File: src/source/sv39_pkg.sv
// ~~~~~~~~~~~~~~~~~~~~
// Sv39 widths and PTE bit positions. The A bit (6) is kept in PTEs but never read.
// ~~~~~~~~~~~~~~~~~~~~

package sv39_pkg;

  // Physical page number and address widths
  localparam int unsigned PPN_LEN         = 44;
  localparam int unsigned PADDR_LEN       = 56;
  localparam int unsigned PAGE_OFFSET_LEN = 12;

  // Virtual page number made of three 9-bit parts
  localparam int unsigned VPN_PART_LEN    = 9;
  localparam int unsigned PT_LEVELS       = 3;
  localparam int unsigned VPN_LEN         = PT_LEVELS * VPN_PART_LEN;

  // PTE layout
  localparam int unsigned PTE_LEN         = 64;
  localparam int unsigned PTE_V_BIT       = 0;
  localparam int unsigned PTE_R_BIT       = 1;
  localparam int unsigned PTE_W_BIT       = 2;
  localparam int unsigned PTE_X_BIT       = 3;
  localparam int unsigned PTE_U_BIT       = 4;
  localparam int unsigned PTE_G_BIT       = 5;
  localparam int unsigned PTE_D_BIT       = 7;
  localparam int unsigned PTE_PPN_LSB     = 10;
  localparam int unsigned PTE_PPN_MSB     = PTE_PPN_LSB + PPN_LEN - 1;

  typedef logic [PPN_LEN-1:0]   ppn_t;
  // Part 2 in the top bits, part 0 in the bottom bits
  typedef logic [VPN_LEN-1:0]   vpn_t;
  typedef logic [PTE_LEN-1:0]   pte_t;
  typedef logic [PADDR_LEN-1:0] paddr_t;

endpackage

File: src/source/pt_mem_arbiter.sv
// ~~~~~~~~~~~~~~~~~~~~
// Two requesters, one grant per cycle. Read data is valid one cycle after grant.
// ~~~~~~~~~~~~~~~~~~~~
`timescale 1ns/10ps

module pt_mem_arbiter #(
  parameter int unsigned MEM_AW = 12
) (
  input  logic              clk_i,
  input  logic              rst_ni,
  input  logic [1:0]        req_i,
  input  sv39_pkg::paddr_t  paddr0_i,
  input  sv39_pkg::paddr_t  paddr1_i,
  output logic [1:0]        gnt_o,
  output logic [1:0]        rvalid_o,
  output sv39_pkg::pte_t    rdata_o,
  output logic              mem_re_o,
  output logic [MEM_AW-1:0] mem_raddr_o,
  input  sv39_pkg::pte_t    mem_rdata_i
);

  import sv39_pkg::*;

  // High when walker 1 wins a tie
  logic   prio_q;
  // Read in flight and its owner
  logic   valid_q;
  logic   owner_q;
  paddr_t sel_paddr;

  always_comb begin
    if (req_i[0] && req_i[1]) begin
      gnt_o = prio_q ? 2'b10 : 2'b01;
    end else begin
      gnt_o = req_i;
    end
  end

  assign sel_paddr   = gnt_o[1] ? paddr1_i : paddr0_i;
  // Word index of a 64-bit PTE
  assign mem_raddr_o = sel_paddr[MEM_AW+2:3];
  assign mem_re_o    = |gnt_o;

  always_ff @(posedge clk_i or negedge rst_ni) begin
    if (!rst_ni) begin
      prio_q  <= 1'b0;
      valid_q <= 1'b0;
      owner_q <= 1'b0;
    end else begin
      valid_q <= |gnt_o;
      if (|gnt_o) begin
        // Last winner drops to low priority
        prio_q  <= gnt_o[0];
        owner_q <= gnt_o[1];
      end
    end
  end

  // Data shared, valid only to the owner
  assign rvalid_o = {valid_q && owner_q, valid_q && !owner_q};
  assign rdata_o  = mem_rdata_i;

  gnt_onehot_a : assert property (@(posedge clk_i) disable iff (!rst_ni)
    $onehot0(gnt_o));

endmodule

File: config.mk
export PLATFORM = sky130hd
export DESIGN_NAME = pt_mem_arbiter
export DESIGN_NICKNAME = d
export VERILOG_FILES = /design/src/source/sv39_pkg.sv /design/src/source/pt_mem_arbiter.sv
export SDC_FILE = /design/constraint.sdc
export NUM_CORES = 1
export LEC_CHECK = 0
export BUFFER_PORTS_ARGS = -buffer_cell sky130_fd_sc_hd__buf_2
export CORE_AREA = 2 2 102 104
export CTS_CLUSTER_DIAMETER = 120
export DETAILED_ROUTE_END_ITERATION = 8
export DIE_AREA = 0 0 104 106
export GPL_TIMING_DRIVEN = 1
export PLACE_DENSITY = 0.55
export SLEW_MARGIN = 20
export SYNTH_ARGS = -nofsm -noshare
export SYNTH_HDL_FRONTEND = slang
export SYNTH_SLANG_ARGS = --single-unit
File: constraint.sdc
create_clock -name clk_i -period 1.5 [get_ports clk_i]
set_input_delay 0.225 -clock clk_i [delete_from_list [all_inputs] [get_ports clk_i]]
set_output_delay 0.225 -clock clk_i [all_outputs]
set_load 0.05 [all_outputs]
* Yosys cells after proc, flatten, opt, wreduce, memory -nomap -nowiden
Cells that the tools add are included.
** Operators by class
- Muxes and demuxes :: 3
- Add/subtract/negate cells :: 0
- Multipliers :: 0
- Reductions and logical operators :: 5
- Bitwise logic cells :: 0
- Shift-type cells :: 0
- Divide/modulo/power cells :: 0
- Equal/unequal tests :: 0
- Magnitude comparators :: 0
** Operators by type and width (count)
- 15-bit 2-to-1 mux :: 1
- 2-bit 2-to-1 mux :: 2
- 1-bit logical AND :: 3
- 2-bit OR reduction :: 1
- 1-bit logical NOT :: 1
** Storage, ports and cells
- Register bits after elaboration :: 3
- Memories kept :: 0
- Output and inout port bits :: 81
- Bits of input ports :: 180
- Memory bits (writable) :: 0
- Latch bits :: 0
- Word-level logic and storage cells :: 11
- Memory bits (read-only) :: 0

* Depth between registers and ports, before layout
- Depth after elaboration :: 3
- Mapped depth :: 4
- Mapped depth without buffers :: 3

* Least setup slack after synthesis
No wires, ideal clock.
- Kind :: register to output
- Start point :: register prio_q
- End point :: output port gnt_o[0]
- Cell stages (with the launch flop) :: 2
- Required time :: 1.275 ns
- Slack :: -0.241 ns
- Arrival :: 1.516 ns
- Buffers on the path :: 0
- Path through :: dfrtp_1 a21boi_0
** Between the ends
- Word-level cells in the longest chain between the ends :: 2
** Ends and longest elaborated chain
- start, declared :: line pt_mem_arbiter.sv:25 : logic prio_q;
- start signal, assigned :: line pt_mem_arbiter.sv:53 : prio_q <= gnt_o[0];
- 2-bit 2-to-1 mux :: line pt_mem_arbiter.sv:33 : gnt_o = prio_q ? 2'b10 : 2'b01;
- 2-bit 2-to-1 mux :: line pt_mem_arbiter.sv:32 : if (req_i[0] && req_i[1]) begin
- end, declared :: line pt_mem_arbiter.sv:14 : output logic [1:0] gnt_o,
No other way between the ends.

* Final worst setup path
- Start point :: register prio_q
- End point :: output port mem_raddr_o[9]
** Between the ends
- Word-level cells in the longest chain between the ends :: 3
** Ends and longest elaborated chain
- 2-bit 2-to-1 mux :: line pt_mem_arbiter.sv:33
- 2-bit 2-to-1 mux :: line pt_mem_arbiter.sv:32
- 15-bit 2-to-1 mux :: line pt_mem_arbiter.sv:39 : assign sel_paddr = gnt_o[1] ? paddr1_i : paddr0_i;
- end, declared :: line pt_mem_arbiter.sv:18 : output logic [MEM_AW-1:0] mem_raddr_o,
No other way between the ends.

==> out/metrics.cfg <==
[run_status]
outcome = finished, violations left
violations = negative setup slack

[sta]
fmax_ghz = 0.615
worst_pin_slew_ns = 0.246
setup_viol_count_final = 12
fin_crit_ns = 1.63
final.setup_skew_ns = 0.00210
hold_viol_final = 0
rsz0062_at_grt = true
worst_slack_ns = -0.127
fin_crit_sh_pct = 108
drv_slew = 0
maxSlewHeadroom_pct = 83.6

[placed_design]
portBuffers = 44
dp.cells = 207
dpl_cell_area_sq_um = 711
dp_hpwl_um = 1990
globalplace.congestion = 0.609
post-place-ws_ns = -0.0662

[logic_synthesis]
yosysWarnings = 0
syn_avg_cell_area_sq_um = 8.88
syn_inst = 91
yosysUniqueCellTypes = 13
synth_seq_area_share_pct = 9.29
syn_area_sq_um = 808
yosys_register_bits = 3
synth_fp_nets = 271

[power_and_ir_drop]
p_per_area_mw_per_mm2 = 822
p_int_uw = 442
p_switching_uw = 296
power.share.clock_pct = 31.2
finalPower_uw = 738
switching_share_pct = 40.1
ir_drop_mv = 0.279
p_leak_uw = 0.000423
p_seq_share_pct = 12.9
power_frac_comb_pct = 55.9

[grt]
use_met1_pct = 2.40
met3_usage_pct = 5.89
use_met2_pct = 6.11
gr-usage-all-layers_pct = 4.14
busiest_layer = met2
antenna_found_initial = 0
globalRouteOverflowTotal = 0
grt_start_max_net_pins = 8
grt_pass1_vias = 527
grt_pass1_wl_um = 3310

[cts]
cts_tree = built
insertion_delay_ns = 0.21
path_clk_slew_ns = 0.03
clk_path_buf_depth = 2
cts_made_buffers = 3
cts.sinks = 3
h-tree-depth = 1
cts_root_buf = clkbuf_8

[setup_path]
cp.arrival_ns = 1.40
cp.required_ns = 1.27
cp-start-kind = register
worstSetupPathType = reg2out
end_kind = output port
crit_fanout = 7
r2r_setup_slack_ns = 0.50

[floorplan]
initial_core_util_pct = 8.08
die_height_um = 106
core-area_sq_mm = 0.0100
rows = 37
chipWidth_um = 104
fp.dieArea_sq_mm = 0.0110
io_pins = 261

[drt]
firstDrtPassIters = 2
drt-total-wl_um = 2460
dr_total_vias = 479
drc = 0
ant_nets = 0
wl_per_cell_um = 11.5
drt_iter0_drc = 2
vias_per_cell = 2.24

[layout]
seq_area_sq_um = 75.1
layout.nets = 259
fillers = 1192
stdcell_area_sq_um = 898
drive_gt1_share_pct = 83.3
finalNonFillerCells = 214
insertedDiodeCount = 0
multi_input_area_sq_um = 270
fin_util_pct = 8.98
synthToLayoutAreaGrowth_pct = 11.1

[worst_hold_path]
hold_class = in2reg

[run]
drv_cap = 0

## cell usage after synthesis, drive strengths merged
| master | count | area (sq um) |
|---|---|---|
| a21boi | 1 | 7.51 |
| and2 | 1 | 6.26 |
| buf | 65 | 495 |
| dfrtp | 3 | 75.1 |
| inv | 3 | 11.3 |
| mux2 | 12 | 165 |
| nand2 | 1 | 11.3 |
| nand2b | 1 | 13.8 |
| nor2b | 1 | 6.26 |
| o21ai | 2 | 10.0 |
| or2 | 1 | 6.26 |
## power groups by stage
stage	registers [uW]	logic (uW)	clock network, uW
CTS	95.1	417	239
finish	95.1	413	230
global route	95.8	434	242
floorplan	95.2	713	0
global placement	95.0	333	0
detailed placement	95.9	337	0
## timing repair
item | CTS | global route
pin swaps | 1 | 0
endpoints found under the hold margin | 3 | 0
gates cloned | 1 | 0
buffers inserted | 1 | 0
endpoints found under the setup margin | 12 | 13
hold buffers | 1 | 0
gates resized for setup | 31 | 1
## final cells by class
cell class / instances / share of cell area [%]
timing repair buffer: 47 / 36.4
multi-input combinational: 21 / 30.1
tap: 136 / 18.9
sequential: 3 / 8.36
clock buffer: 4 / 5.01
inverter: 3 / 1.25
## flip-flops by register name, indices dropped and copies added, names as in the netlist
| signal | count |
|---|---|
| prio_q | 1 |
| valid_q | 1 |
| owner_q | 1 |
## critical path, stage by stage, from the launching register on
cell	delay, ns
dfrtp_1	0.37
nand2b_4	0.20
nand2_8	0.13
mux2_4	0.32
buf_6	0.15
## cell families (layout without fill, tap and decap cells)
| family | Yosys count | in the layout | synth area share (%) |
|---|---|---|---|
| and+or+nand+nor | 5 | 6 | 5.42 |
| AOI/OAI and AO/OA | 3 | 3 | 2.17 |
| muxes | 12 | 12 | 20.4 |
| buffers and inverters | 68 | 54 | 62.7 |
| DFF | 3 | 3 | 9.29 |
## routing by layer
layer | share of wire [%] | vias up
li1 | - | 194
met2 | 42 | 66
met3 | 33 | 26
met4 | 4.7 | 0
met5 | 0 | -
met1 | 20 | 193
## cells in the final DEF, fill, tap and decap left out
master / Yosys / final
buf_2: 0 / 31
buf_6: 0 / 13
mux2_4: 8 / 12
inv_1: 3 / 3
clkbuf_8: 0 / 3
dfrtp_1: 3 / 3
nand2_8: 0 / 2
o21ai_0: 2 / 2
buf_4: 64 / 2
nand2b_4: 1 / 1
a21boi_1: 0 / 1
or2_2: 1 / 1
and2_1: 1 / 1
nor2b_1: 1 / 1
clkbuf_1: 0 / 1
dlygate4sd3_1: 0 / 1
## per-stage QoR
stage | setup TNS, ns | hold WS (ns)
final | -1.31 | 0.278
after global routing | -1.76 | 0.306
after CTS | -1.61 | 0.280
after global placement | -0.191 | 0.0237
after detailed placement | -0.341 | 0.0245
after floorplan | 0 | -0.0706
## path summary, 6_finish.rpt
check,from,to,depth (start not counted)
worst max-delay path,prio_q$_DFFE_PN0P_,mem_raddr_o[9],4
worst min-delay path,req_i[0],owner_q$_DFFE_PN0P_,2
worst max register to register,prio_q$_DFFE_PN0P_,owner_q$_DFFE_PN0P_,4
worst min register to register,owner_q$_DFFE_PN0P_,owner_q$_DFFE_PN0P_,2
max in group asynchronous,rst_ni,valid_q$_DFF_PN0_,2
min in group asynchronous,rst_ni,owner_q$_DFFE_PN0P_,2
Power figures use the tool's default switching activity.
