### config.mk
export PLATFORM = sky130hd
export DESIGN_NAME = ptw
export DESIGN_NICKNAME = d
export VERILOG_FILES = /design/src/source/sv39_pkg.sv /design/src/source/ptw_pkg.sv /design/src/source/pte_checker.sv /design/src/source/ptw.sv
export SDC_FILE = /design/constraint.sdc
export NUM_CORES = 1
export LEC_CHECK = 0
export BUFFER_PORTS_ARGS = -buffer_cell sky130_fd_sc_hd__buf_2
export CAP_MARGIN = 20
export CORE_MARGIN = 3
export CORE_UTILIZATION = 51
export DETAILED_ROUTE_END_ITERATION = 8
export HOLD_SLACK_MARGIN = 0.02
export PLACE_DENSITY = 0.78
export SYNTH_ARGS = -nofsm -noshare
export SYNTH_HDL_FRONTEND = slang
export SYNTH_HIERARCHICAL = 1
export SYNTH_SLANG_ARGS = --single-unit
### constraint.sdc
create_clock -name clk_i -period 2.7 [get_ports clk_i]
set_clock_uncertainty 0.1 [all_clocks]
set_input_delay 0.27 -clock clk_i [delete_from_list [all_inputs] [get_ports clk_i]]
set_output_delay 0.27 -clock clk_i [all_outputs]
set_load 0.02 [all_outputs]
### src/source/sv39_pkg.sv
// ~~~~~~~~~~~~~~~~~~~~
// Sv39 widths and PTE bit positions. The A bit (6) is kept in PTEs but never read.
// ~~~~~~~~~~~~~~~~~~~~

package sv39_pkg;

  // Physical page number and address widths
  localparam int unsigned PPN_LEN         = 44;
  localparam int unsigned PADDR_LEN       = 56;
  localparam int unsigned PAGE_OFFSET_LEN = 12;

  // Virtual page number made of three 9-bit parts
  localparam int unsigned VPN_PART_LEN    = 9;
  localparam int unsigned PT_LEVELS       = 3;
  localparam int unsigned VPN_LEN         = PT_LEVELS * VPN_PART_LEN;

  // PTE layout
  localparam int unsigned PTE_LEN         = 64;
  localparam int unsigned PTE_V_BIT       = 0;
  localparam int unsigned PTE_R_BIT       = 1;
  localparam int unsigned PTE_W_BIT       = 2;
  localparam int unsigned PTE_X_BIT       = 3;
  localparam int unsigned PTE_U_BIT       = 4;
  localparam int unsigned PTE_G_BIT       = 5;
  localparam int unsigned PTE_D_BIT       = 7;
  localparam int unsigned PTE_PPN_LSB     = 10;
  localparam int unsigned PTE_PPN_MSB     = PTE_PPN_LSB + PPN_LEN - 1;

  typedef logic [PPN_LEN-1:0]   ppn_t;
  // Part 2 in the top bits, part 0 in the bottom bits
  typedef logic [VPN_LEN-1:0]   vpn_t;
  typedef logic [PTE_LEN-1:0]   pte_t;
  typedef logic [PADDR_LEN-1:0] paddr_t;

endpackage

### src/source/ptw_pkg.sv
// ~~~~~~~~~~~~~~~~~~~~
// Walker-side encodings. Level values equal the Sv39 level index.
// ~~~~~~~~~~~~~~~~~~~~

package ptw_pkg;

  // Level of the table being read
  typedef enum logic [1:0] {
    Root = 2'd2,
    Mid  = 2'd1,
    Leaf = 2'd0
  } pte_level_e;

  // Size of the translated page
  typedef enum logic [1:0] {
    GibiPage,
    MebiPage,
    KibiPage
  } page_type_e;

  // Walk outcome
  typedef enum logic {
    NoException,
    PageFault
  } exception_e;

  // W in bit 2, R in bit 1, X in bit 0
  typedef logic [2:0] wrx_t;

endpackage

### src/source/pte_checker.sv
// ~~~~~~~~~~~~~~~~~~~~
// Pure logic. Exactly one of leaf, next or fault holds for any PTE.
// ~~~~~~~~~~~~~~~~~~~~
`timescale 1ns/10ps

module pte_checker (
  input  sv39_pkg::pte_t       pte_i,
  input  ptw_pkg::pte_level_e  level_i,
  output logic                 leaf_o,
  output logic                 next_o,
  output ptw_pkg::exception_e  exception_o
);

  import sv39_pkg::*;
  import ptw_pkg::*;

  logic v, r, w, x;
  logic is_leaf_type;
  logic misaligned;
  logic fault;

  assign v = pte_i[PTE_V_BIT];
  assign r = pte_i[PTE_R_BIT];
  assign w = pte_i[PTE_W_BIT];
  assign x = pte_i[PTE_X_BIT];

  // R or X set marks a leaf
  assign is_leaf_type = r | x;

  // Superpage leaves need the lower PPN parts cleared
  always_comb begin
    misaligned = 1'b0;
    if (is_leaf_type) begin
      case (level_i)
        Root:    misaligned = |pte_i[PTE_PPN_LSB +: 2*VPN_PART_LEN];
        Mid:     misaligned = |pte_i[PTE_PPN_LSB +: VPN_PART_LEN];
        default: misaligned = 1'b0;
      endcase
    end
  end

  // Invalid, write-only, pointer at the last level, or misaligned superpage
  assign fault = !v || (w && !r) || (!is_leaf_type && level_i == Leaf) || misaligned;

  assign leaf_o      = !fault && is_leaf_type;
  assign next_o      = !fault && !is_leaf_type;
  assign exception_o = fault ? PageFault : NoException;

  // The walker relies on a single outcome per PTE
  leaf_next_excl_a : assert final (!(leaf_o && next_o));

endmodule

### src/source/ptw.sv
// ~~~~~~~~~~~~~~~~~~~~
// No walk cache and no A/D update. Every walk starts at the CSR root PPN.
// Fault answers carry the fields of the faulting PTE.
// ~~~~~~~~~~~~~~~~~~~~
`timescale 1ns/10ps

module ptw (
  input  logic                 clk_i,
  input  logic                 rst_ni,
  input  logic                 flush_i,
  input  sv39_pkg::ppn_t       csr_root_ppn_i,
  // TLB request
  input  logic                 req_valid_i,
  input  sv39_pkg::vpn_t       req_vpn_i,
  output logic                 req_rdy_o,
  // TLB answer
  output logic                 ans_valid_o,
  input  logic                 ans_rdy_i,
  output sv39_pkg::ppn_t       ans_ppn_o,
  output ptw_pkg::page_type_e  ans_page_type_o,
  output ptw_pkg::exception_e  ans_exception_o,
  output ptw_pkg::wrx_t        ans_wrx_o,
  output logic                 ans_d_o,
  output logic                 ans_g_o,
  output logic                 ans_u_o,
  // PTE read port
  output logic                 rd_req_o,
  output sv39_pkg::paddr_t     rd_paddr_o,
  input  logic                 rd_gnt_i,
  input  logic                 rd_valid_i,
  input  sv39_pkg::pte_t       rd_pte_i
);

  import sv39_pkg::*;
  import ptw_pkg::*;

  typedef enum logic [2:0] {Idle, Issue, WaitData, Check, Answer} state_e;

  state_e                     state_q, state_d;
  pte_level_e                 level_q;
  vpn_t                       vpn_q;
  ppn_t                       table_ppn_q;
  pte_t                       pte_q;
  logic [VPN_PART_LEN-1:0]    vpn_part;
  logic [PAGE_OFFSET_LEN-1:0] pte_offset;
  logic                       chk_leaf, chk_next;
  exception_e                 chk_exception;
  logic                       accept;
  logic                       walk_done;
  page_type_e                 page_type_d;

  // Answer register
  ppn_t                       ans_ppn_q;
  page_type_e                 ans_page_type_q;
  exception_e                 ans_exception_q;
  wrx_t                       ans_wrx_q;
  logic                       ans_d_q, ans_g_q, ans_u_q;

  // No new walk on a flush cycle
  assign req_rdy_o = (state_q == Idle) && !flush_i;
  assign accept    = req_valid_i && req_rdy_o;
  // Leaf or fault ends the walk
  assign walk_done = (state_q == Check) && (chk_leaf || chk_exception == PageFault);

  // Control FSM
  always_comb begin
    state_d = state_q;
    case (state_q)
      Idle:     if (accept) state_d = Issue;
      Issue:    if (rd_gnt_i) state_d = WaitData;
      WaitData: if (rd_valid_i) state_d = Check;
      Check:    state_d = chk_next ? Issue : Answer;
      Answer:   if (ans_rdy_i) state_d = Idle;
      default:  state_d = Idle;
    endcase
    if (flush_i) begin
      state_d = Idle;
    end
  end

  always_ff @(posedge clk_i or negedge rst_ni) begin
    if (!rst_ni) begin
      state_q <= Idle;
    end else begin
      state_q <= state_d;
    end
  end

  // Level sequencer, Root down to Leaf
  always_ff @(posedge clk_i or negedge rst_ni) begin
    if (!rst_ni) begin
      level_q <= Root;
    end else if (flush_i || accept) begin
      level_q <= Root;
    end else if (state_q == Check && chk_next) begin
      case (level_q)
        Root:    level_q <= Mid;
        Mid:     level_q <= Leaf;
        default: level_q <= Leaf;
      endcase
    end
  end

  // VPN part picked by the current level
  always_comb begin
    case (level_q)
      Root:    vpn_part = vpn_q[2*VPN_PART_LEN +: VPN_PART_LEN];
      Mid:     vpn_part = vpn_q[VPN_PART_LEN +: VPN_PART_LEN];
      default: vpn_part = vpn_q[0 +: VPN_PART_LEN];
    endcase
  end

  // PTE address: table base, index, 8-byte entry
  assign pte_offset = {vpn_part, 3'b000};
  assign rd_paddr_o = {table_ppn_q, pte_offset};
  assign rd_req_o   = (state_q == Issue);

  pte_checker pte_checker_inst (
    .pte_i       (pte_q),
    .level_i     (level_q),
    .leaf_o      (chk_leaf),
    .next_o      (chk_next),
    .exception_o (chk_exception)
  );

  always_comb begin
    case (level_q)
      Root:    page_type_d = GibiPage;
      Mid:     page_type_d = MebiPage;
      default: page_type_d = KibiPage;
    endcase
  end

  // Walk datapath and answer register
  always_ff @(posedge clk_i or negedge rst_ni) begin
    if (!rst_ni) begin
      vpn_q           <= '0;
      table_ppn_q     <= '0;
      pte_q           <= '0;
      ans_ppn_q       <= '0;
      ans_page_type_q <= KibiPage;
      ans_exception_q <= NoException;
      ans_wrx_q       <= '0;
      ans_d_q         <= 1'b0;
      ans_g_q         <= 1'b0;
      ans_u_q         <= 1'b0;
    end else if (flush_i) begin
      vpn_q           <= '0;
      table_ppn_q     <= '0;
      pte_q           <= '0;
      ans_ppn_q       <= '0;
      ans_page_type_q <= KibiPage;
      ans_exception_q <= NoException;
      ans_wrx_q       <= '0;
      ans_d_q         <= 1'b0;
      ans_g_q         <= 1'b0;
      ans_u_q         <= 1'b0;
    end else begin
      if (accept) begin
        vpn_q       <= req_vpn_i;
        table_ppn_q <= csr_root_ppn_i;
      end
      if (state_q == WaitData && rd_valid_i) begin
        pte_q <= rd_pte_i;
      end
      // Pointer PTE becomes the next table base
      if (state_q == Check && chk_next) begin
        table_ppn_q <= pte_q[PTE_PPN_MSB:PTE_PPN_LSB];
      end
      if (walk_done) begin
        ans_ppn_q       <= pte_q[PTE_PPN_MSB:PTE_PPN_LSB];
        ans_page_type_q <= page_type_d;
        ans_exception_q <= chk_exception;
        ans_wrx_q       <= {pte_q[PTE_W_BIT], pte_q[PTE_R_BIT], pte_q[PTE_X_BIT]};
        ans_d_q         <= pte_q[PTE_D_BIT];
        ans_g_q         <= pte_q[PTE_G_BIT];
        ans_u_q         <= pte_q[PTE_U_BIT];
      end
    end
  end

  assign ans_valid_o     = (state_q == Answer);
  assign ans_ppn_o       = ans_ppn_q;
  assign ans_page_type_o = ans_page_type_q;
  assign ans_exception_o = ans_exception_q;
  assign ans_wrx_o       = ans_wrx_q;
  assign ans_d_o         = ans_d_q;
  assign ans_g_o         = ans_g_q;
  assign ans_u_o         = ans_u_q;

  // Request and address held until granted
  paddr_stable_a : assert property (@(posedge clk_i) disable iff (!rst_ni)
    rd_req_o && !rd_gnt_i && !flush_i |=> rd_req_o && $stable(rd_paddr_o));

  // Read data only for a walk waiting on it, or left over from a flushed one
  rd_valid_state_a : assert property (@(posedge clk_i) disable iff (!rst_ni)
    rd_valid_i |-> (state_q == WaitData) || $past(flush_i));

endmodule

### Yosys cells after proc, flatten, opt, wreduce, memory -nomap -nowiden

Cells that the tools add are included.

* register bits: 183
* input port bits: 142
* output and inout bits: 112
* word-level logic and storage cells: 88

* equality and inequality tests: 10
* multiplexer cells: 36
* bitwise operators: 1
* reductions and logical operators: 29

Operator list (number)
* 44-bit two-way mux: 5
* 54-bit two-way mux: 2
* 27-bit two-way mux: 2
* 3-bit two-way mux: 8
* 9-bit case mux with 2 select lines: 1
* 18-bit OR reduction: 1
* 3-bit case mux with 5 select lines: 1
* 1-bit two-way mux: 11
* 1-bit logical AND: 9
* 9-bit OR reduction: 1
* 2-bit two-way mux: 4
* 2-bit nonzero test: 4
* 3-bit by 2-bit == test with 1-bit output (second input constant): 2
* 3-bit by 2-bit inequality test with 1-bit output (second input constant): 2
* 3-bit inequality test (second input constant): 2
* 1-bit zero test: 5
* 1-bit logical OR: 5
* 2-bit case mux with 2 select lines: 1
* 4-bit AND reduction: 1
* 3-bit by 1-bit == test with 1-bit output (second input constant): 1
* 3-bit == test (second input constant): 1
* 3-bit zero test: 1
* 3-bit nonzero test: 1
* 2-bit by 1-bit == test with 1-bit output (second input constant): 1
* 4 further kinds: 4

### Depth between registers and ports, before layout

Gate-level depths: netlist of run 1.

* word-level depth: 11
* mapped depth: 11
* gate-level depth less buffers: 9

### Cells and area by module

The synthesis of run 1 kept the hierarchy.

Modules (own cells, without submodules)
* ptw: times used 1, cells each 609, area each 7915.1 um^2, seq. area each 4832.1 um^2
* pte_checker: times used 1, cells each 22, area each 148.9 um^2, seq. area each 0.0 um^2

### Worst setup path before layout of run 1

OpenSTA, ideal clock, no wires.

* path kind: reg-to-reg
* start: register level_q[1]
* end: register ans_page_type_q[0] (netlist: ans_page_type_o[0])
* library setup time: 121 ps
* arrival time: 2232 ps
* data required time: 2479 ps
* slack: 247 ps
* cell stages (with the launch flop): 11
* path buffers: 2
* clock period less this slack: 2453 ps
* path through: dfstp_2 -> inv_1 -> ha_1 -> nor4_1 -> and2_1 -> nor2_1 -> or2_2 -> and4_1 -> buf_2 -> buf_2 -> a22o_1

* elaborated cells on any way between the ends: 17
* classes of those cells: eq/ne: 2; mux: 6; reduce/logical: 9

RTL lines
* from (decl): RTL line ptw.sv:40 `pte_level_e level_q;`
* from (signal assigned): RTL line ptw.sv:92 `level_q <= Root;`
* from (signal assigned): RTL line ptw.sv:94 `level_q <= Root;`
* from (signal assigned): RTL line ptw.sv:97 `Root: level_q <= Mid;`
* 2-bit by 1-bit == test with 1-bit output, or another cell as far along: RTL line pte_checker.sv:34 `case (level_i)`
* 1-bit case mux with 2 select lines / 1-bit logical AND (equally long branches): RTL line pte_checker.sv:34, pte_checker.sv:43
* 1-bit two-way mux / 1-bit logical OR (equally long branches): RTL line pte_checker.sv:33, pte_checker.sv:43
* 1-bit logical OR *: RTL line pte_checker.sv:43 `assign fault = !v || (w && !r) || (!is_leaf_type && level_i == Leaf) || misaligned;`
* 1-bit two-way mux *: RTL line pte_checker.sv:47 `assign exception_o = fault ? PageFault : NoException;`
* named net chk_exception: RTL line ptw.sv:47 `exception_e chk_exception;`
* 1-bit logical OR *: RTL line ptw.sv:63 `assign walk_done = (state_q == Check) && (chk_leaf || chk_exception == PageFault);`
* 1-bit logical AND *: RTL line ptw.sv:63
* 2-bit nonzero test (no source line) *
* to (signal assigned): RTL line ptw.sv:141 `ans_page_type_q <= KibiPage;`
* to (signal assigned): RTL line ptw.sv:152 `ans_page_type_q <= KibiPage;`
* to (signal assigned): RTL line ptw.sv:172 `ans_page_type_q <= page_type_d;`
* to (decl): RTL line ptw.sv:54 `page_type_e ans_page_type_q;`

The timed path passes the listed nets; every way through them passes the cells marked *. The select of a mux whose other input is x is not followed.
A chain may end at the register's enable or synchronous reset.

### Final worst setup path of run 1

* start: register level_q[0]
* end: register table_ppn_q[21]

* word-level cells in the longest chain between the ends: 9
* elaborated cells on any way between the ends: 14
* classes of those cells: eq/ne: 2; mux: 4; reduce/logical: 8

Ends and longest elaborated chain
* 2-bit by 1-bit == test with 1-bit output, or another cell as far along: RTL line pte_checker.sv:34
* 1-bit case mux with 2 select lines / 1-bit logical AND (equally long branches): RTL line pte_checker.sv:34, pte_checker.sv:43
* 1-bit two-way mux / 1-bit logical OR (equally long branches): RTL line pte_checker.sv:33, pte_checker.sv:43
* 1-bit logical OR *: RTL line pte_checker.sv:43
* 1-bit zero test *: RTL line pte_checker.sv:46 `assign next_o = !fault && !is_leaf_type;`
* 1-bit logical AND *: RTL line pte_checker.sv:46
* named net chk_next: RTL line ptw.sv:46 `logic chk_leaf, chk_next;`
* 1-bit logical AND *: RTL line ptw.sv:167 `if (state_q == Check && chk_next) begin`
* 44-bit two-way mux: RTL line ptw.sv:167
* 44-bit two-way mux: RTL line ptw.sv:147 `end else if (flush_i) begin`
* to (signal assigned): RTL line ptw.sv:161 `table_ppn_q <= csr_root_ppn_i;`
* to (signal assigned): RTL line ptw.sv:168 `table_ppn_q <= pte_q[PTE_PPN_MSB:PTE_PPN_LSB];`
* to (decl): RTL line ptw.sv:42 `ppn_t table_ppn_q;`

The timed path passes the listed nets; every way through them passes the cells marked *.

==> results of run 1 <==
==> routing by layer <==
layer,wire (um),vias up,GRT usage
li1,-,2861,-
met1,9144,3221,0.3538
met2,11450,299,0.4505
met3,1428,42,0.05458
met4,614,0,0.1011
met5,0,-,0
==> final timing paths <==
kind / from / end / slack [ns] / cells after the start
min: req_vpn_i[10] / vpn_q[10]$_DFFE_PN0P_ / 0.03 / 3
min reg2reg: table_ppn_q[25]$_DFFE_PN0P_ / table_ppn_q[25]$_DFFE_PN0P_ / 0.38 / 1
max: level_q[0]$_DFFE_PN0P_ / table_ppn_q[21]$_DFFE_PN0P_ / 0.14 / 8
max in group asynchronous: rst_ni / ans_page_type_o[1]$_DFFE_PN1P_ / 1.28 / 3
max reg2reg: level_q[0]$_DFFE_PN0P_ / table_ppn_q[21]$_DFFE_PN0P_ / 0.14 / 8
min in group asynchronous: rst_ni / table_ppn_q[42]$_DFFE_PN0P_ / 0.37 / 2
==> flip-flops by register name, summed over array words and instances, names as in the netlist, 2 cells and up <==
signal           cells
ans_page_type_o      2
ans_ppn_o           44
ans_wrx_o            3
level_q              2
pte_q               51
state_q              3
table_ppn_q         44
vpn_q               27
==> cells in the final DEF (no fill, tap or decap), types with 3 or more instances in the layout <==
| cell | count |
|---|---|
| a22oi_1 | 10 |
| nor4_2 | 3 |
| mux2i_1 | 46 |
| dlygate4sd3_1 | 76 |
| buf_12 | 6 |
| nor3_1 | 4 |
| nand2_1 | 11 |
| buf_2 | 236 |
| o21ai_0 | 38 |
| buf_4 | 14 |
| nor2_1 | 5 |
| ha_1 | 5 |
| clkinvlp_4 | 4 |
| nand2b_1 | 27 |
| o2bb2ai_1 | 44 |
| clkbuf_16 | 17 |
| inv_1 | 9 |
| a22o_1 | 102 |
| nor3b_1 | 3 |
| dfrtp_1 | 178 |
| conb_1 | 3 |
| nand3_1 | 28 |
==> area by class of cell <==
type	count	area [sq um]
Multi-Input combinational cell	358	2798
Antenna cell	1	2.502
Clock buffer	19	452.9
Timing Repair Buffer	334	2190
Clock inverter	11	128.9
Fill cell	1016	4247
Inverter	9	33.78
Sequential cell	180	4507
Tap cell	184	230.2
==> critical path: cells and delay by family, from the launching register on <==
| family | cells | cell delay [ns] |
|---|---|---|
| fa+ha+maj | 1 | 0.15 |
| simple gates | 4 | 1.25 |
| compound gates | 1 | 0.15 |
| buf+inv | 2 | 0.38 |
| flops | 1 | 0.43 |
==> metrics by stage <==
stage	hold WS, ns	total power [W]	worst slack, ns	util	cell area, sq um
after detailed placement	0.2813	0.003588	0.07797	0.6154	8979
final	0.02650	0.006069	0.1384	0.7089	10340
after global placement	0.2719	0.003562	0.1787	0.6154	8979
after global routing	0.04092	0.006302	0.02878	0.7089	10340
after floorplan	-0.1256	0.003266	0.2469	-	7632
after CTS	0.02026	0.006107	0.05994	0.7075	10320
==> power breakdown <==
part | internal, W | leakage [nW] | total [W] | switching [W]
logic | 0.000317 | 2.37 | 0.000752 | 0.000435
clock network | 0.00141 | 0.275 | 0.00243 | 0.00102
registers | 0.00280 | 2.47 | 0.00289 | 0.0000841
==> timing repair <==
| item | in CTS | in global routing |
|---|---|---|
| endpoints found under the setup margin | 0 | 54 |
| hold buffers | 76 | 0 |
| endpoints found under the hold margin | 155 | 0 |
| resized for setup | 0 | 3 |
==> results_dict.tcl, run 1 <==
set metrics [dict create \
    cts_made_buffers 17 \
    postCtsSetupRepairBufs 0 \
    hold_class "primary input to register" \
    antenna_found_initial 1 \
    fin_nets 1047 \
    drt_wl_total_um 22640 \
    ant_nets 0 \
    clock-sinks 180 \
    grt_max_degree 86 \
    port_buffers 237 \
    drive_gt1_frac 0.3348 \
    worst-setup-path-type "register to register" \
    path_clk_slew_ns 0.06 \
    grt_pass1_vias 6523 \
    cts_tree "built" \
    synth.avg_cell_area_sq_um 12.60 \
    clkLatencyLatePin_ns 0.42 \
    viasPerCell 5.860 \
    gr-total-overflow 0 \
    num_rows 44 \
    remaining_drc_errors 0 \
    status "complete, no violations" \
    place_inst 989 \
    timing.fmax_mhz 390.4 \
    areaGrowthSynthToFinish_pct 35.64 \
    cts_max_path_buffers 2 \
    worstMarginPinSlew_ns 0.9686 \
    power.density_nw_per_um2 586.8 \
    pin_count 254 \
    finalSetupViolCount 0 \
    netlist_area_sq_um 7625 \
    slowest_stage "nor3_4" \
    hpwl_um 14400 \
    place_congestion 0.8704 \
    fin_crit_sh 0.9487 \
    die_area_sq_um 16450 \
    die_x_um 128.3 \
    hold_violations 0 \
    worstPathCellList "inv_1, ha_1, nor4_1, and2_1, and4b_2, nor3_4, buf_12, o2bb2ai_1" \
    worstPathRequired_ns 2.93 \
    setup_tns_ns 0 \
    worstPathMaxFanout 27 \
    grt_pass1_wl_um 35010 \
    synth_warnings 6 \
    maxCapViolations 0 \
    period_minus_slack_ns 2.562 \
    worst_setup_path_start_kind "register" \
    maxSlewHeadroom 0.3522 \
    drv_slew 0 \
    crit_arrival_ns 2.79 \
    start_util 0.5226 \
    end_kind "register" \
    core-area_sq_um 14590 \
    max_stage_delay_ns 0.75 \
    wl_per_cell_um 20.66 \
    grt.total_usage 0.2715 \
    fp.dieH_um 128.3 \
    drt_iter0_drc 500 \
    netlist_instances 605 \
    p_leak_nw 5.114 \
    via_count 6423 \
    ctsHtreeMaxLevel 4 \
    ir_worst_vdd_mv 0.4345 \
    fin_cells 1096 \
    grt_setup_unrepaired "false" \
    first_pass_iters 5 \
    cts-root-buf "clkbuf_16" \
]
Note: power is estimated with default switching activity, not from simulation.
==> run 2, diff against run 1 <==
- ABC_AREA: not set -> 1
- CORE_UTILIZATION: 51 -> 52
- SLEW_MARGIN: not set -> 0
==> run 2 against run 1 <==
  * Combinational power rose by 130%
  * First-iteration DRC count grew 14%
  * Via count is 22% higher
  * Total power grew 23%
  * Clock power up 7%
  * Sequential power is 8.3% higher
  * Design area increased by 5.6%
  * Worst hold slack better by 0.011 ns
  * Critical endpoint is now ans_ppn_o[22]$_DFFE_PN0P_
  * Largest power group unchanged
==> results_dict.tcl, run 2 <==
set metrics [dict create \
    r2r_cells 12 \
    cts_made_buffers 17 \
    grt_max_degree 108 \
    worstPathRequired_ns 2.93 \
    setup_slack_ns 0.1986 \
    grt_setup_unrepaired "false" \
    ctsHtreeMaxLevel 4 \
    clock-sinks 180 \
    viasPerCell 5.229 \
    grt_pass1_vias 7667 \
    placed_area_sq_um 9523 \
    setup.worst_path.end "ans_ppn_o[22]$_DFFE_PN0P_" \
    sw_frac_of_total 0.3235 \
    seq_power_share 0.419 \
    worst-setup-path-type "register to register" \
    startpoint "level_q[1]$_DFFE_PN1P_" \
    fin_crit_sh 0.9264 \
    num_rows 45 \
    crit_arrival_ns 2.73 \
    reg2reg_from "level_q[1]$_DFFE_PN1P_" \
    gr-total-overflow 0 \
    status "complete, no violations" \
    r2r_setup_slack_ns 0.20 \
    combPwrFrac 0.233 \
    drt_wl_total_um 24180 \
    path_clk_slew_ns 0.07 \
    remaining_drc_errors 0 \
    port_buffers 237 \
    first_pass_iters 5 \
    cts_max_path_buffers 2 \
    finalInstanceArea_sq_um 10920 \
    clkLatencyLatePin_ns 0.42 \
    top_register "pte_q" \
    place_congestion 0.8555 \
    pre_cts_slack_ns 0.2174 \
    synth.avg_cell_area_sq_um 8.319 \
    fp.dieH_um 131.1 \
    cts-root-buf "clkbuf_16" \
    netlist_instances 979 \
    max_stage_delay_ns 0.55 \
    ant_nets 0 \
    p_leak_nw 6.048 \
    period_minus_slack_ns 2.501 \
    most-common-layout-cells "buf_2 (236), dfrtp_1 (178), nand2_1 (161)" \
    setup_tns_ns 0 \
    drt_iter0_drc 568 \
    areaGrowthSynthToFinish_pct 34.11 \
    critical_path.most_common_cell "nand2_1" \
    die_x_um 131.1 \
    hpwl_um 14800 \
    r2r_end "ans_ppn_o[22]$_DFFE_PN0P_" \
    core-area_sq_um 15260 \
    worstMarginPinSlew_ns 0.6944 \
    largest_reg_flops 51 \
    grt.total_usage 0.2789 \
    synth_warnings 6 \
    start_util 0.5337 \
    worstPathMaxFanout 25 \
    place_inst 1385 \
    finalSetupViolCount 0 \
    die_area_sq_um 17200 \
    cts_tree "built" \
    ir_worst_vdd_mv 0.4782 \
    antenna_found_initial 1 \
    fin_nets 1418 \
    via_count 7823 \
    maxCapViolations 0 \
    grt_pass1_wl_um 38920 \
    timing.fmax_mhz 399.8 \
    hold_violations 0 \
    slowest_stage "dfstp_2" \
    clockPowerShare 0.348 \
    fin_cells 1496 \
    maxSlewHeadroom 0.5371 \
    p_switching_w 0.002413 \
    worst_setup_path_start_kind "register" \
    hold_class "primary input to register" \
    power.density_nw_per_um2 682.9 \
    drive_gt1_frac 0.2422 \
    drv_slew 0 \
    worstPathCellList "inv_1, ha_1, or2_2, nand2_1, nand2_1, nand2_1, nand2_2, or2_2, nand2_2, buf_12, nand3_1, o21ai_0" \
    p_int_w 0.005045 \
    pin_count 254 \
    wl_per_cell_um 16.16 \
    netlist_area_sq_um 8144 \
    end_kind "register" \
    layout_commonest_cell "buf_2" \
]
run 2: critical path: cells and delay by family (launching register included):
kind | cells | cell delay (ns)
AND/OR/NAND/NOR | 8 | 1.18
AO/OA/AOI/OAI | 1 | 0.13
adder cells (fa/ha/maj) | 1 | 0.17
flip-flops | 1 | 0.55
buffers and inverters | 2 | 0.28
run 2: routing by layer:
layer / share of wire / track usage / wire [um] / up-vias
met1: 0.42 / 0.3617 / 10050 / 3705
li1: - / - / - / 3690
met5: 0 / 0 / 0 / -
met2: 0.49 / 0.4614 / 11850 / 360
met3: 0.064 / 0.05781 / 1551 / 68
met4: 0.030 / 0.1132 / 729 / 0
run 2: how the worst min path moves through the flow:
stage                   from                        end  slack, ns  depth (start not counted)
2_1_floorplan         rst_ni        ans_d_o$_DFFE_PN0P_      -0.13                          0
4_1_cts        req_vpn_i[12]      vpn_q[12]$_DFFE_PN0P_       0.02                          3
6_report       req_vpn_i[18]      vpn_q[18]$_DFFE_PN0P_       0.04                          3
5_1_grt        req_vpn_i[12]      vpn_q[12]$_DFFE_PN0P_       0.06                          3
3_5_place_dp          rst_ni  ans_ppn_o[19]$_DFFE_PN0P_       0.21                          2
3_3_place_gp          rst_ni  ans_ppn_o[19]$_DFFE_PN0P_       0.21                          2
run 2: power by group through the flow:
stage          logic [W]  clock network (W)  registers, W
2_1_floorplan   0.000903                  0       0.00328
3_3_place_gp     0.00159                  0       0.00316
3_5_place_dp     0.00163                  0       0.00316
4_1_cts          0.00172            0.00262       0.00312
5_1_grt          0.00192            0.00274       0.00315
6_report         0.00174            0.00259       0.00313
run 2: repair_timing:
| item | 4_1_cts | 5_1_grt |
|---|---|---|
| hold buffers | 78 | 0 |
| resized for setup | 0 | 0 |
| endpoints found under the hold margin | 255 | 0 |
| buffers inserted | 0 | 0 |
run 2: per-stage QoR:
stage | total power (W) | hold slack, ns | utilization
finish | 0.007458 | 0.03746 | 0.7158
global route | 0.007813 | 0.05752 | 0.7158
CTS | 0.007463 | 0.02386 | 0.7156
detailed placement | 0.004790 | 0.2063 | 0.6241
global placement | 0.004749 | 0.2112 | 0.6241
floorplan | 0.004182 | -0.1256 | -
run 2: layout make-up:
| cell class | count | area, sq um |
|---|---|---|
| antenna | 1 | 2.502 |
| clock buffer | 17 | 425.4 |
| clock inverter | 15 | 190.2 |
| fill | 1167 | 4337 |
| inverter | 154 | 584.3 |
| multi-input combinational | 586 | 2785 |
| sequential | 180 | 4507 |
| tap | 211 | 264.0 |
| timing repair buffer | 332 | 2163 |
